--- src/gcode_pkg.sv ---
package gcode_pkg;

	typedef logic [7:0] byte_t;  // one ascii character
	typedef logic [3:0] digit_t;

	// signed axis value in thousandths of a unit
	localparam int COORD_BITS = 24;
	typedef logic signed [COORD_BITS-1:0] coord_t;

	// fraction digits kept after the point
	localparam int FRAC_DIGITS = 3;

	typedef logic [6:0] gnum_t;  // g number, saturating
	localparam gnum_t GNUM_MAX = 7'd127;

	// supported g codes
	localparam gnum_t G_RAPID    = 7'd0;
	localparam gnum_t G_LINEAR   = 7'd1;
	localparam gnum_t G_HOME     = 7'd28;
	localparam gnum_t G_ABSOLUTE = 7'd90;
	localparam gnum_t G_RELATIVE = 7'd91;

	typedef enum logic [2:0] {
		CMD_RAPID,
		CMD_LINEAR,
		CMD_HOME,
		CMD_ABSOLUTE,
		CMD_RELATIVE,
		CMD_NONE
	} cmd_t;

	typedef enum logic [3:0] {
		CLS_DIGIT,
		CLS_LETTER_G,
		CLS_LETTER_AXIS,
		CLS_MINUS,
		CLS_POINT,
		CLS_SPACE,
		CLS_COMMENT,
		CLS_NEWLINE,
		CLS_OTHER
	} char_class_t;

	// axis letters by lane, lane 0 in the low byte
	localparam byte_t [2:0] AXIS_LETTERS = {"Z", "Y", "X"};

endpackage
--- src/gcode_line_parser.sv ---
`timescale 1ns/10ps

module gcode_line_parser #(
	parameter int NUM_AXES = 3,
	parameter int COORD_BITS = gcode_pkg::COORD_BITS
) (
	input logic clk,
	input logic reset,
	input logic char_valid,
	input gcode_pkg::byte_t char_in,
	output logic op_valid,
	output gcode_pkg::cmd_t op_cmd,
	output logic [NUM_AXES-1:0] op_axis_present,
	output logic [NUM_AXES-1:0][COORD_BITS-1:0] op_axis_value,
	output logic op_error
);

	logic cmd_start;
	logic [NUM_AXES-1:0] axis_start;
	logic num_digit;
	gcode_pkg::digit_t digit;
	logic num_minus;
	logic num_point;
	logic field_end;
	logic line_end;
	logic line_bad;
	logic line_nonempty;
	gcode_pkg::cmd_t cmd;
	logic cmd_seen;
	logic cmd_valid;
	logic [NUM_AXES-1:0] axis_present;
	logic [NUM_AXES-1:0][COORD_BITS-1:0] axis_value;
	logic [NUM_AXES-1:0] axis_error;

	line_tokenizer #(
		.NUM_AXES(NUM_AXES)
	) i_line_tokenizer (
		.clk(clk),
		.reset(reset),
		.char_valid(char_valid),
		.char_in(char_in),
		.cmd_start(cmd_start),
		.axis_start(axis_start),
		.num_digit(num_digit),
		.digit(digit),
		.num_minus(num_minus),
		.num_point(num_point),
		.field_end(field_end),
		.line_end(line_end),
		.line_bad(line_bad),
		.line_nonempty(line_nonempty)
	);

	cmd_word_parser i_cmd_word_parser (
		.clk(clk),
		.reset(reset),
		.cmd_start(cmd_start),
		.num_digit(num_digit),
		.digit(digit),
		.num_minus(num_minus),
		.num_point(num_point),
		.field_end(field_end),
		.line_end(line_end),
		.cmd(cmd),
		.cmd_seen(cmd_seen),
		.cmd_valid(cmd_valid)
	);

	// one lane per axis letter
	for (genvar i = 0; i < NUM_AXES; i++) begin : g_lane
		axis_word_parser #(
			.COORD_BITS(COORD_BITS)
		) i_axis_word_parser (
			.clk(clk),
			.reset(reset),
			.field_start(axis_start[i]),
			.num_digit(num_digit),
			.digit(digit),
			.num_minus(num_minus),
			.num_point(num_point),
			.field_end(field_end),
			.line_end(line_end),
			.axis_present(axis_present[i]),
			.axis_value(axis_value[i]),
			.axis_error(axis_error[i])
		);
	end

	op_assembler #(
		.NUM_AXES(NUM_AXES),
		.COORD_BITS(COORD_BITS)
	) i_op_assembler (
		.clk(clk),
		.reset(reset),
		.line_end(line_end),
		.line_bad(line_bad),
		.line_nonempty(line_nonempty),
		.cmd(cmd),
		.cmd_seen(cmd_seen),
		.cmd_valid(cmd_valid),
		.axis_present(axis_present),
		.axis_value(axis_value),
		.axis_error(axis_error),
		.op_valid(op_valid),
		.op_cmd(op_cmd),
		.op_axis_present(op_axis_present),
		.op_axis_value(op_axis_value),
		.op_error(op_error)
	);

endmodule

--- src/op_assembler.sv ---
`timescale 1ns/10ps

module op_assembler #(
	parameter int NUM_AXES = 3,
	parameter int COORD_BITS = gcode_pkg::COORD_BITS
) (
	input logic clk,
	input logic reset,
	input logic line_end,
	input logic line_bad,
	input logic line_nonempty,
	input gcode_pkg::cmd_t cmd,
	input logic cmd_seen,
	input logic cmd_valid,
	input logic [NUM_AXES-1:0] axis_present,
	input logic [NUM_AXES-1:0][COORD_BITS-1:0] axis_value,
	input logic [NUM_AXES-1:0] axis_error,
	output logic op_valid,
	output gcode_pkg::cmd_t op_cmd,
	output logic [NUM_AXES-1:0] op_axis_present,
	output logic [NUM_AXES-1:0][COORD_BITS-1:0] op_axis_value,
	output logic op_error
);

	logic take;  // finished line with at least one word
	logic no_cmd;
	logic bad_cmd;
	logic lane_err;

	assign take = line_end && line_nonempty;
	assign no_cmd = !cmd_seen;
	assign bad_cmd = cmd_seen && !cmd_valid;
	assign lane_err = |axis_error;

	always_ff @(posedge clk) begin
		if (reset) op_valid <= 1'b0;
		else op_valid <= take;
	end

	always_ff @(posedge clk) begin
		if (take) begin
			op_cmd <= cmd;
			op_axis_present <= axis_present;
			op_axis_value <= axis_value;
			op_error <= line_bad || no_cmd || bad_cmd || lane_err;
		end
	end

	// line_end never repeats on consecutive cycles for a non-empty line
	a_op_single: assert property (@(posedge clk) disable iff (reset)
		op_valid |=> !op_valid)
		else $error("[ERROR] op_valid high for two cycles");

endmodule

--- src/axis_word_parser.sv ---
`timescale 1ns/10ps

module axis_word_parser #(
	parameter int COORD_BITS = gcode_pkg::COORD_BITS
) (
	input logic clk,
	input logic reset,
	input logic field_start,
	input logic num_digit,
	input gcode_pkg::digit_t digit,
	input logic num_minus,
	input logic num_point,
	input logic field_end,
	input logic line_end,
	output logic axis_present,
	output logic signed [COORD_BITS-1:0] axis_value,
	output logic axis_error
);

	localparam int FRAC = gcode_pkg::FRAC_DIGITS;
	localparam int CNT_BITS = $clog2(FRAC + 1);

	logic own;  // number characters belong to this lane
	logic neg;
	logic seen_point;
	logic started;
	logic has_digit;
	logic err;
	logic [CNT_BITS-1:0] frac_cnt;
	logic [COORD_BITS-1:0] mag;  // all digits so far, point ignored
	logic [COORD_BITS-1:0] mag_next;
	logic [COORD_BITS-1:0] scaled;

	// pad the missing fraction digits with zeros
	function automatic logic [COORD_BITS-1:0] pad_frac(input logic [COORD_BITS-1:0] m,
			input logic [CNT_BITS-1:0] cnt);
		logic [COORD_BITS-1:0] v;
		v = m;
		for (int i = 0; i < FRAC; i++) begin
			if (i >= int'(cnt)) v = v * COORD_BITS'(10);
		end
		return v;
	endfunction

	assign mag_next = mag * COORD_BITS'(10) + COORD_BITS'(digit);
	assign scaled = pad_frac(mag, frac_cnt);
	assign axis_value = neg ? -scaled : scaled;
	assign axis_error = err || (axis_present && !has_digit);  // field without digits

	always_ff @(posedge clk) begin
		if (reset || line_end) begin
			axis_present <= 1'b0;
			own <= 1'b0;
			neg <= 1'b0;
			seen_point <= 1'b0;
			started <= 1'b0;
			has_digit <= 1'b0;
			err <= 1'b0;
			frac_cnt <= '0;
			mag <= '0;
		end else begin
			if (field_end) own <= 1'b0;
			if (own && num_digit) begin
				has_digit <= 1'b1;
				started <= 1'b1;
				if (!seen_point) mag <= mag_next;
				else if (frac_cnt == CNT_BITS'(FRAC)) err <= 1'b1;  // too many fraction digits
				else begin
					mag <= mag_next;
					frac_cnt <= frac_cnt + 1'b1;
				end
			end
			if (own && num_minus) begin
				if (started) err <= 1'b1;  // sign only in front
				neg <= 1'b1;
				started <= 1'b1;
			end
			if (own && num_point) begin
				if (seen_point) err <= 1'b1;
				seen_point <= 1'b1;
				started <= 1'b1;
			end
			if (field_start) begin
				if (axis_present) err <= 1'b1;  // same axis twice
				axis_present <= 1'b1;
				own <= 1'b1;
				neg <= 1'b0;
				seen_point <= 1'b0;
				started <= 1'b0;
				has_digit <= 1'b0;
				frac_cnt <= '0;
				mag <= '0;
			end
		end
	end

	a_start_not_at_line_end: assert property (@(posedge clk) disable iff (reset)
		!(field_start && line_end))
		else $error("[ERROR] field_start together with line_end");

endmodule

--- src/cmd_word_parser.sv ---
`timescale 1ns/10ps

module cmd_word_parser (
	input logic clk,
	input logic reset,
	input logic cmd_start,
	input logic num_digit,
	input gcode_pkg::digit_t digit,
	input logic num_minus,
	input logic num_point,
	input logic field_end,
	input logic line_end,
	output gcode_pkg::cmd_t cmd,
	output logic cmd_seen,
	output logic cmd_valid
);

	typedef enum logic {IDLE, NUMBER} state_t;

	state_t state;
	gcode_pkg::gnum_t gnum;
	gcode_pkg::cmd_t code;
	logic [10:0] gnum_wide;  // gnum*10 + digit before saturation
	logic has_digit;
	logic err;

	assign gnum_wide = 11'(gnum) * 11'd10 + 11'(digit);

	always_ff @(posedge clk) begin
		if (reset || line_end) begin
			state <= IDLE;
			gnum <= '0;
			cmd_seen <= 1'b0;
			has_digit <= 1'b0;
			err <= 1'b0;
		end else begin
			if (field_end) state <= IDLE;
			if (state == NUMBER) begin
				if (num_digit) begin
					has_digit <= 1'b1;
					gnum <= (gnum_wide > 11'(gcode_pkg::GNUM_MAX)) ?
						gcode_pkg::GNUM_MAX : gnum_wide[6:0];
				end
				if (num_minus || num_point) err <= 1'b1;  // codes are plain integers
			end
			if (cmd_start) begin
				if (cmd_seen) err <= 1'b1;  // second g on the line
				cmd_seen <= 1'b1;
				state <= NUMBER;
				gnum <= '0;
				has_digit <= 1'b0;
			end
		end
	end

	always_comb begin
		case (gnum)
			gcode_pkg::G_RAPID: code = gcode_pkg::CMD_RAPID;
			gcode_pkg::G_LINEAR: code = gcode_pkg::CMD_LINEAR;
			gcode_pkg::G_HOME: code = gcode_pkg::CMD_HOME;
			gcode_pkg::G_ABSOLUTE: code = gcode_pkg::CMD_ABSOLUTE;
			gcode_pkg::G_RELATIVE: code = gcode_pkg::CMD_RELATIVE;
			default: code = gcode_pkg::CMD_NONE;
		endcase
	end

	assign cmd = has_digit ? code : gcode_pkg::CMD_NONE;
	assign cmd_valid = cmd_seen && has_digit && !err && (code != gcode_pkg::CMD_NONE);

endmodule

--- src/line_tokenizer.sv ---
`timescale 1ns/10ps

module line_tokenizer #(
	parameter int NUM_AXES = 3
) (
	input logic clk,
	input logic reset,
	input logic char_valid,
	input gcode_pkg::byte_t char_in,
	output logic cmd_start,
	output logic [NUM_AXES-1:0] axis_start,
	output logic num_digit,
	output gcode_pkg::digit_t digit,
	output logic num_minus,
	output logic num_point,
	output logic field_end,
	output logic line_end,
	output logic line_bad,
	output logic line_nonempty
);

	localparam int IDX_BITS = (NUM_AXES > 1) ? $clog2(NUM_AXES) : 1;

	typedef enum logic [1:0] {IDLE, IN_FIELD, IN_COMMENT} state_t;

	state_t state;
	state_t state_next;
	gcode_pkg::byte_t char_q;
	logic char_q_valid;
	gcode_pkg::char_class_t char_class;
	logic [IDX_BITS-1:0] axis_index;
	logic in_field;
	logic bad_char;

	if (NUM_AXES < 1 || NUM_AXES > $size(gcode_pkg::AXIS_LETTERS)) begin : g_axes_check
		$error("NUM_AXES out of range for the axis letter table");
	end

	char_classifier #(
		.NUM_AXES(NUM_AXES)
	) i_char_classifier (
		.char_in(char_q),
		.char_class(char_class),
		.digit(digit),
		.axis_index(axis_index)
	);

	assign in_field = (state == IN_FIELD);

	// strobes for the stored character
	always_comb begin
		cmd_start = 1'b0;
		axis_start = '0;
		num_digit = 1'b0;
		num_minus = 1'b0;
		num_point = 1'b0;
		field_end = 1'b0;
		line_end = 1'b0;
		bad_char = 1'b0;
		state_next = state;
		if (char_q_valid && state == IN_COMMENT) begin
			if (char_class == gcode_pkg::CLS_NEWLINE) begin
				line_end = 1'b1;
				state_next = IDLE;
			end
		end else if (char_q_valid) begin
			case (char_class)
				gcode_pkg::CLS_LETTER_G: begin
					cmd_start = 1'b1;
					field_end = in_field;  // letter closes the open field
					state_next = IN_FIELD;
				end
				gcode_pkg::CLS_LETTER_AXIS: begin
					axis_start[axis_index] = 1'b1;
					field_end = in_field;
					state_next = IN_FIELD;
				end
				gcode_pkg::CLS_DIGIT: num_digit = in_field;
				gcode_pkg::CLS_MINUS: num_minus = in_field;
				gcode_pkg::CLS_POINT: num_point = in_field;
				gcode_pkg::CLS_SPACE: begin
					field_end = in_field;
					state_next = IDLE;
				end
				gcode_pkg::CLS_COMMENT: begin
					field_end = in_field;
					state_next = IN_COMMENT;
				end
				gcode_pkg::CLS_NEWLINE: begin
					field_end = in_field;
					line_end = 1'b1;
					state_next = IDLE;
				end
				default: bad_char = 1'b1;
			endcase
			// number character outside any field
			if (!in_field && (char_class == gcode_pkg::CLS_DIGIT ||
					char_class == gcode_pkg::CLS_MINUS ||
					char_class == gcode_pkg::CLS_POINT))
				bad_char = 1'b1;
		end
	end

	always_ff @(posedge clk) begin
		if (char_valid) char_q <= char_in;
		if (reset) begin
			char_q_valid <= 1'b0;
			state <= IDLE;
			line_bad <= 1'b0;
			line_nonempty <= 1'b0;
		end else begin
			char_q_valid <= char_valid;
			state <= state_next;
			if (line_end) begin  // flags already sampled by the assembler
				line_bad <= 1'b0;
				line_nonempty <= 1'b0;
			end else begin
				if (bad_char) line_bad <= 1'b1;
				if (cmd_start || (|axis_start)) line_nonempty <= 1'b1;
			end
		end
	end

	// the source holds off while reset is high
	a_no_char_in_reset: assert property (@(posedge clk) reset |-> !char_valid)
		else $error("[ERROR] char_valid high while reset is high");

endmodule

--- src/char_classifier.sv ---
`timescale 1ns/10ps

module char_classifier #(
	parameter int NUM_AXES = 3,
	localparam int IDX_BITS = (NUM_AXES > 1) ? $clog2(NUM_AXES) : 1
) (
	input gcode_pkg::byte_t char_in,
	output gcode_pkg::char_class_t char_class,
	output gcode_pkg::digit_t digit,
	output logic [IDX_BITS-1:0] axis_index
);

	gcode_pkg::byte_t upper;
	logic axis_hit;

	// fold lower case onto upper case
	assign upper = (char_in >= "a" && char_in <= "z") ? char_in - 8'd32 : char_in;

	assign digit = char_in[3:0];  // meaningful for digits only

	always_comb begin
		axis_hit = 1'b0;
		axis_index = '0;
		for (int i = 0; i < NUM_AXES; i++) begin
			if (upper == gcode_pkg::AXIS_LETTERS[i]) begin
				axis_hit = 1'b1;
				axis_index = IDX_BITS'(i);
			end
		end
	end

	always_comb begin
		if (char_in >= "0" && char_in <= "9") char_class = gcode_pkg::CLS_DIGIT;
		else if (upper == "G") char_class = gcode_pkg::CLS_LETTER_G;
		else if (axis_hit) char_class = gcode_pkg::CLS_LETTER_AXIS;
		else if (char_in == "-") char_class = gcode_pkg::CLS_MINUS;
		else if (char_in == ".") char_class = gcode_pkg::CLS_POINT;
		else if (char_in == " " || char_in == "\t" || char_in == "\r")
			char_class = gcode_pkg::CLS_SPACE;  // cr treated as blank
		else if (char_in == ";") char_class = gcode_pkg::CLS_COMMENT;
		else if (char_in == "\n") char_class = gcode_pkg::CLS_NEWLINE;
		else char_class = gcode_pkg::CLS_OTHER;
	end

endmodule

--- config.mk ---
export PLATFORM = sky130hd
export DESIGN_NAME = gcode_line_parser
export DESIGN_NICKNAME = d
export VERILOG_FILES = /design/src/gcode_pkg.sv /design/src/gcode_line_parser.sv /design/src/op_assembler.sv /design/src/axis_word_parser.sv /design/src/cmd_word_parser.sv /design/src/line_tokenizer.sv /design/src/char_classifier.sv
export SDC_FILE = /design/constraint.sdc
export NUM_CORES = 1
export LEC_CHECK = 0
export BUFFER_PORTS_ARGS = -buffer_cell sky130_fd_sc_hd__buf_2
export CORE_ASPECT_RATIO = 0.6
export CORE_MARGIN = 2
export CORE_UTILIZATION = 28
export CTS_CLUSTER_SIZE = 20
export DETAILED_ROUTE_END_ITERATION = 7
export GPL_ROUTABILITY_DRIVEN = 0
export HOLD_SLACK_MARGIN = 0.12
export PLACE_DENSITY = 0.4
export SETUP_SLACK_MARGIN = 0.05
export SYNTH_ARGS = -nofsm -noshare
export SYNTH_HDL_FRONTEND = slang
export SYNTH_SLANG_ARGS = --single-unit
--- constraint.sdc ---
create_clock -name clk -period 8.5 [get_ports clk]
set_input_delay 1.7 -clock clk [delete_from_list [all_inputs] [get_ports clk]]
set_output_delay 1.7 -clock clk [all_outputs]
set_load 0.05 [all_outputs]
== Word level (Yosys, flattened, before mapping) ==
Cells that the tools add are included.
Word-level totals
  register bits after elaboration: 203
  bits of input ports: 11
  output and inout bits: 80
  word-level logic and storage cells: 298
Cells by class
  add/subtract/negate cells: 11
  multiply operators: 10
  order comparisons: 16
  equal/unequal tests: 32
  multiplexer cells: 110
  bitwise logic cells: 3
  reduce and logical (&&, ||, !) cells: 72
Operators by type and width (count)
  24-bit two-way mux: 18
  24-bit by 3-bit multiplier with 23-bit output (second input constant): 9
  24-bit by 4-bit adder with 24-bit output: 3
  1-bit two-way mux: 72
  24-bit negation: 3
  8-bit by 7-bit == test with 1-bit output (second input constant): 5
  8-bit by 6-bit == test with 1-bit output (second input constant): 4
  4-bit two-way mux: 8
  1-bit logical AND: 22
  4-bit by 3-bit == test with 1-bit output (second input constant): 4
  8-bit by 4-bit == test with 1-bit output (second input constant): 2
  3-bit one-hot mux with 5 select lines: 1
  7-bit == test (second input constant): 2
  2-bit OR reduction: 7
  1-bit logical OR: 13
  1-bit by 2-bit >= comparator with 1-bit output (first input constant): 6
  3-bit AND reduction: 4
  11-bit by 4-bit adder with 11-bit output: 1
  11-bit by 7-bit > comparator with 1-bit output (second input constant): 1
  7-bit by 3-bit multiplier with 10-bit output (second input constant): 1
  2-bit nonzero test: 5
  3-bit two-way mux: 3
  3-bit nonzero test: 3
  2-bit == test (second input constant): 4
  other kinds (30): 53

== Longest topological paths before layout ==
  depth in word-level cells: 22
  depth in mapped cells: 30
  gate-level depth less buffers: 30

== By module ==
A second synthesis with hierarchy kept.
Unflattened totals
  cell total of the unflattened synthesis: 3104
  area total of the unflattened synthesis: 25466.9 µm²
By module, submodules not included
  axis_word_parser (g_lane[0].i_axis_word_parser): times used 1, cells each 927, area an instance 7103.1 µm², seq. area each 660.6 µm²
  axis_word_parser (g_lane[1].i_axis_word_parser): times used 1, cells each 932, area an instance 7030.5 µm², seq. area each 660.6 µm²
  axis_word_parser (g_lane[2].i_axis_word_parser): times used 1, cells each 932, area an instance 6984.2 µm², seq. area each 660.6 µm²
  op_assembler: times used 1, cells each 84, area an instance 2416.1 µm², seq. area each 2392.3 µm²
  cmd_word_parser: times used 1, cells each 99, area an instance 849.6 µm², seq. area each 220.2 µm²
  line_tokenizer: times used 1, cells each 66, area an instance 653.1 µm², seq. area each 340.3 µm²
  char_classifier: times used 1, cells each 64, area an instance 430.4 µm², seq. area each 0.0 µm²

== Worst setup path before layout ==
No wires, ideal clock.
  path type: reg-to-reg
  from: register g_lane[0].i_axis_word_parser.mag[1]
  to: register i_op_assembler.op_axis_value[23] (netlist bit) (data pin)
  data arrival time: 7.067 ns
  required time: 8.235 ns
  slack: 1.169 ns
  stages on the path, launching flop included: 28
  buffers on the path: 0
  period minus slack after synthesis: 7.331 ns
  cell sequence: dfxtp_1 > ha_1 > ha_1 > fa_1 > a211oi_4 > o21ai_2 > a21oi_1 > xnor2_1 > mux2_2 > ha_1 > ha_1 > a21o_1 > a21o_1 > a221oi_1 > a21boi_0 > or3b_2 > o21ai_0 > ha_1 > ha_1 > nand3_1 > o31ai_1 > mux2_1 > a31o_1 > or3b_1 > nor4_2 > nand3_1 > o31ai_2 > xor2_1
RTL lines
  start, declared: RTL line axis_word_parser.sv:30  | logic [COORD_BITS-1:0] mag;
  start signal, assigned: RTL line axis_word_parser.sv:66  | if (!seen_point) mag <= mag_next;
  start signal, assigned: RTL line axis_word_parser.sv:69  | mag <= mag_next;
  end signal, assigned: RTL line op_assembler.sv:44  | op_axis_value <= axis_value;
  end, declared: RTL line op_assembler.sv:21  | output logic [NUM_AXES-1:0][COORD_BITS-1:0] op_axis_value,

==> results by group <==
Yosys
  • Post-Syn Area: 0.0246 mm2
  • Net Count, Synth: 3369
  • Top post-synthesis cells by area: ha_1 (18%), edfxtp_1 (11%), dfxtp_1 (9.5%), xnor2_1 (6.2%), nor2_1 (5.0%)
  • Post-synth EDFFs: 87
  • Top_reg_cell synth: dfxtp_1
  • Sequential fraction of the synthesis area: 0.201
  • YS warnings: 0
  • Mapped Cells: 2981
  • FF+latch count, synth: 203
  • Synth top area share: 0.185
  • Mean Syn Cell Area: 8.24 um2
  • Yosys top cell by area: ha_1
  • Async set or reset register ratio after synthesis: 0
  • Distinct cells, synth: 106

STA
  • Slew HR: 0.236
  • Final setup violation count: 0
  • Peak Freq: 0.127 GHz
  • Hold Violations, Final: 0
  • Setup TNS: 0 ns
  • Worst-Margin Slew: 1.14 ns
  • RSZ-0062 raised after global routing: no
  • Final Slew Violations: 0
  • Final Cycle Share: 0.928
  • Tmin final: 7.89 ns
  • Setup Skew: 0.0240 ns

CTS
  • CTS tree: yes
  • Root Driver: clkbuf_16
  • Clock sinks: 203
  • CTS clk-pin slew, worst paths: roughly 0.060 ns
  • H-tree depth: 1
  • Worst-skew pair later-pin latency: 0.60 ns
  • CTS resizes: 0
  • Hold_buf cts: 0
  • Longest Clk Path Bufs: 3
  • TritonCTS Buffers: 26
  • Setup Fix Bufs, Post-CTS: 0

Finish
  • Area Overhead vs Synth: 11.1%
  • Commonest cells after routing, fill and taps aside: ha_1 (363), nor2_1 (324), nand2_1 (222), a21oi_1 (202), xnor2_1 (173)
  • Layout fillers: between 9000 and 10000
  • Layout cells sized above 1: 0.0921
  • Ant. Diodes: 0
  • Nets@finish: 3407
  • Commonest non-fill, non-tap cell in the layout: ha_1

Die
  • Initial Utilization: 0.282
  • Floorplan row count: 84
  • Core area: 0.0872 mm2
  • Die X: 386 um
  • Die span in y: 233 um
  • Die area: 0.0902 mm2
  • Ports: 91

Critical path
  • CP Capture Type: flip-flop
  • Worst-path fanout max: 5
  • Worst EP arrival: 8.23 ns
  • CP Launch Type: flip-flop
  • Req. time, crit path: between 8 and 9 ns
  • Setup CP Type: flip-flop to flip-flop
  • Most frequent CP cell: ha_1
  • CP max stage delay: 0.46 ns
  • Slowest cell on crit path: or3b_2

Place
  • Post-DP HPWL: about 63 mm
  • IO Port Bufs: 90

Global route
  • GRT Util Overall: 0.170
  • Initial antenna violation count: 2
  • Vias in the first global route: 20481
  • Overflow after GRT: 0
  • Largest net degree at the start of global routing: 54
  • First-pass GRT wire length: 122 mm

Drt
  • Routed Antenna Nets: 0
  • DR iter-0 viols: between 1500 and 2000
  • DRT Wirelength: between 70 and 80 mm
  • Initial DRT Pass Iterations: 7
  • Drt wl/cell: 18.7 um
  • Vias per inst: 5.24
  • DR DRC count: 0
  • Vias after detailed routing: 22023

Power
  • Tot Pwr: 2.35 mW
  • VDD IR max: approximately 0.14 mV
  • Total power per unit cell area: ~86 mW/mm2
  • Leakage: 12.8 nW

Min path
  • Hold WC Path Type: flip-flop to flip-flop

Run status
  • Outcome: finished clean

Job
  • Max cap viols: 0
[state kept, by name, indices dropped and copies added (netlist names), 3 cells and up]
register                                flops
i_line_tokenizer.char_q                     8
g_lane.i_axis_word_parser.seen_point        3
i_cmd_word_parser.gnum                      7
i_op_assembler.op_cmd                       3
g_lane.i_axis_word_parser.frac_cnt          6
i_op_assembler.op_axis_value               72
g_lane.i_axis_word_parser.err               3
g_lane.i_axis_word_parser.neg               3
g_lane.i_axis_word_parser.mag              72
g_lane.i_axis_word_parser.axis_present      3
g_lane.i_axis_word_parser.started           3
g_lane.i_axis_word_parser.own               3
i_op_assembler.op_axis_present              3
g_lane.i_axis_word_parser.has_digit         3
[power breakdown]
group / internal [mW] / switching, mW / total (mW)
logic: 0.0119 / 0.0248 / 0.0368
registers: 1.01 / 0.0126 / 1.03
clock network: 0.777 / 0.513 / 1.29
total: 1.80 / 0.551 / 2.35
[layout make-up]
cell class,instances,area (um2),area share
multi-input cells,2535,18700,0.687
clock inverters,20,314,0.0115
well taps,1161,1450,0.0532
flip-flops and latches,203,4940,0.181
clock buffers,28,658,0.0241
repair buffers,123,698,0.0256
inverters,130,488,0.0179
[through the flow]
stage               setup WS, ns  area (um2)  hold WS [ns]   util  cells
global placement           0.312       26300         0.462  0.302   4152
floorplan                   1.17       24600         0.440      -   2981
global route              0.0736       27300         0.518  0.313   4200
finish                     0.609       27300         0.486  0.313   4200
CTS                        0.246       27300         0.483  0.313   4200
detailed placement         0.264       26300         0.468  0.302   4152
[final timing paths]
check	from	endpoint	slack, ns	cells past startpoint
setup / recovery	g_lane[0].i_axis_word_parser.mag[3]	i_op_assembler.op_axis_value[22]	0.61	28
hold / removal	i_cmd_word_parser.err	i_cmd_word_parser.err	0.49	2
setup reg to reg	g_lane[0].i_axis_word_parser.mag[3]	i_op_assembler.op_axis_value[22]	0.61	28
hold reg to reg	i_cmd_word_parser.err	i_cmd_word_parser.err	0.49	2
[critical path: cells and delay by family (launching register included)]
family	cells	cell delay (ns)
mux	2	0.48
fa+ha+maj	7	2.27
xor+xnor	1	0.10
buf+inv	2	0.28
flops	1	0.41
simple gates	5	1.49
compound gates	11	2.59
[kinds of logic (layout without fill, tap and decap cells)]
kind of cell | count (synthesis) | after routing | synth area share
and+or+nand+nor | 937 | 937 | 0.182
AOI/OAI and AO/OA | 809 | 809 | 0.224
adders and majority gates | 377 | 377 | 0.196
DFF | 203 | 203 | 0.201
buffers and inverters | 243 | 301 | 0.0385
muxes | 118 | 118 | 0.0518
xor gates and xnor gates | 294 | 294 | 0.107
[per-layer routing]
layer / track usage / wire, um
met5: 0 / 0
met1: 0.300 / 47200
met2: 0.207 / 26800
met3: 0.0205 / 3720
met4: 0.0216 / 845
[synth_stat cells (14+ instances only)]
cell type  instances
o21a_1            29
nand4_1           30
or3_1             23
buf_2             17
ha_1             363
o21ai_0          146
nor2b_1           50
o211ai_1          31
edfxtp_1          87
nand2b_1          37
a211oi_1          89
nor3_1            57
o21bai_1          15
fa_1              14
a31oi_1           27
a21o_1            66
dfxtp_1          116
nor2_1           324
nand2_1          222
nand3_1           73
nand3b_1          14
clkbuf_1          83
xnor2_1          173
xor2_1           118
and2_1            27
o31ai_1           16
o2111ai_1         16
a21oi_1          205
and3_1            21
mux2_2            45
inv_1            128
mux2i_1           66
Power figures use the tool's default switching activity.
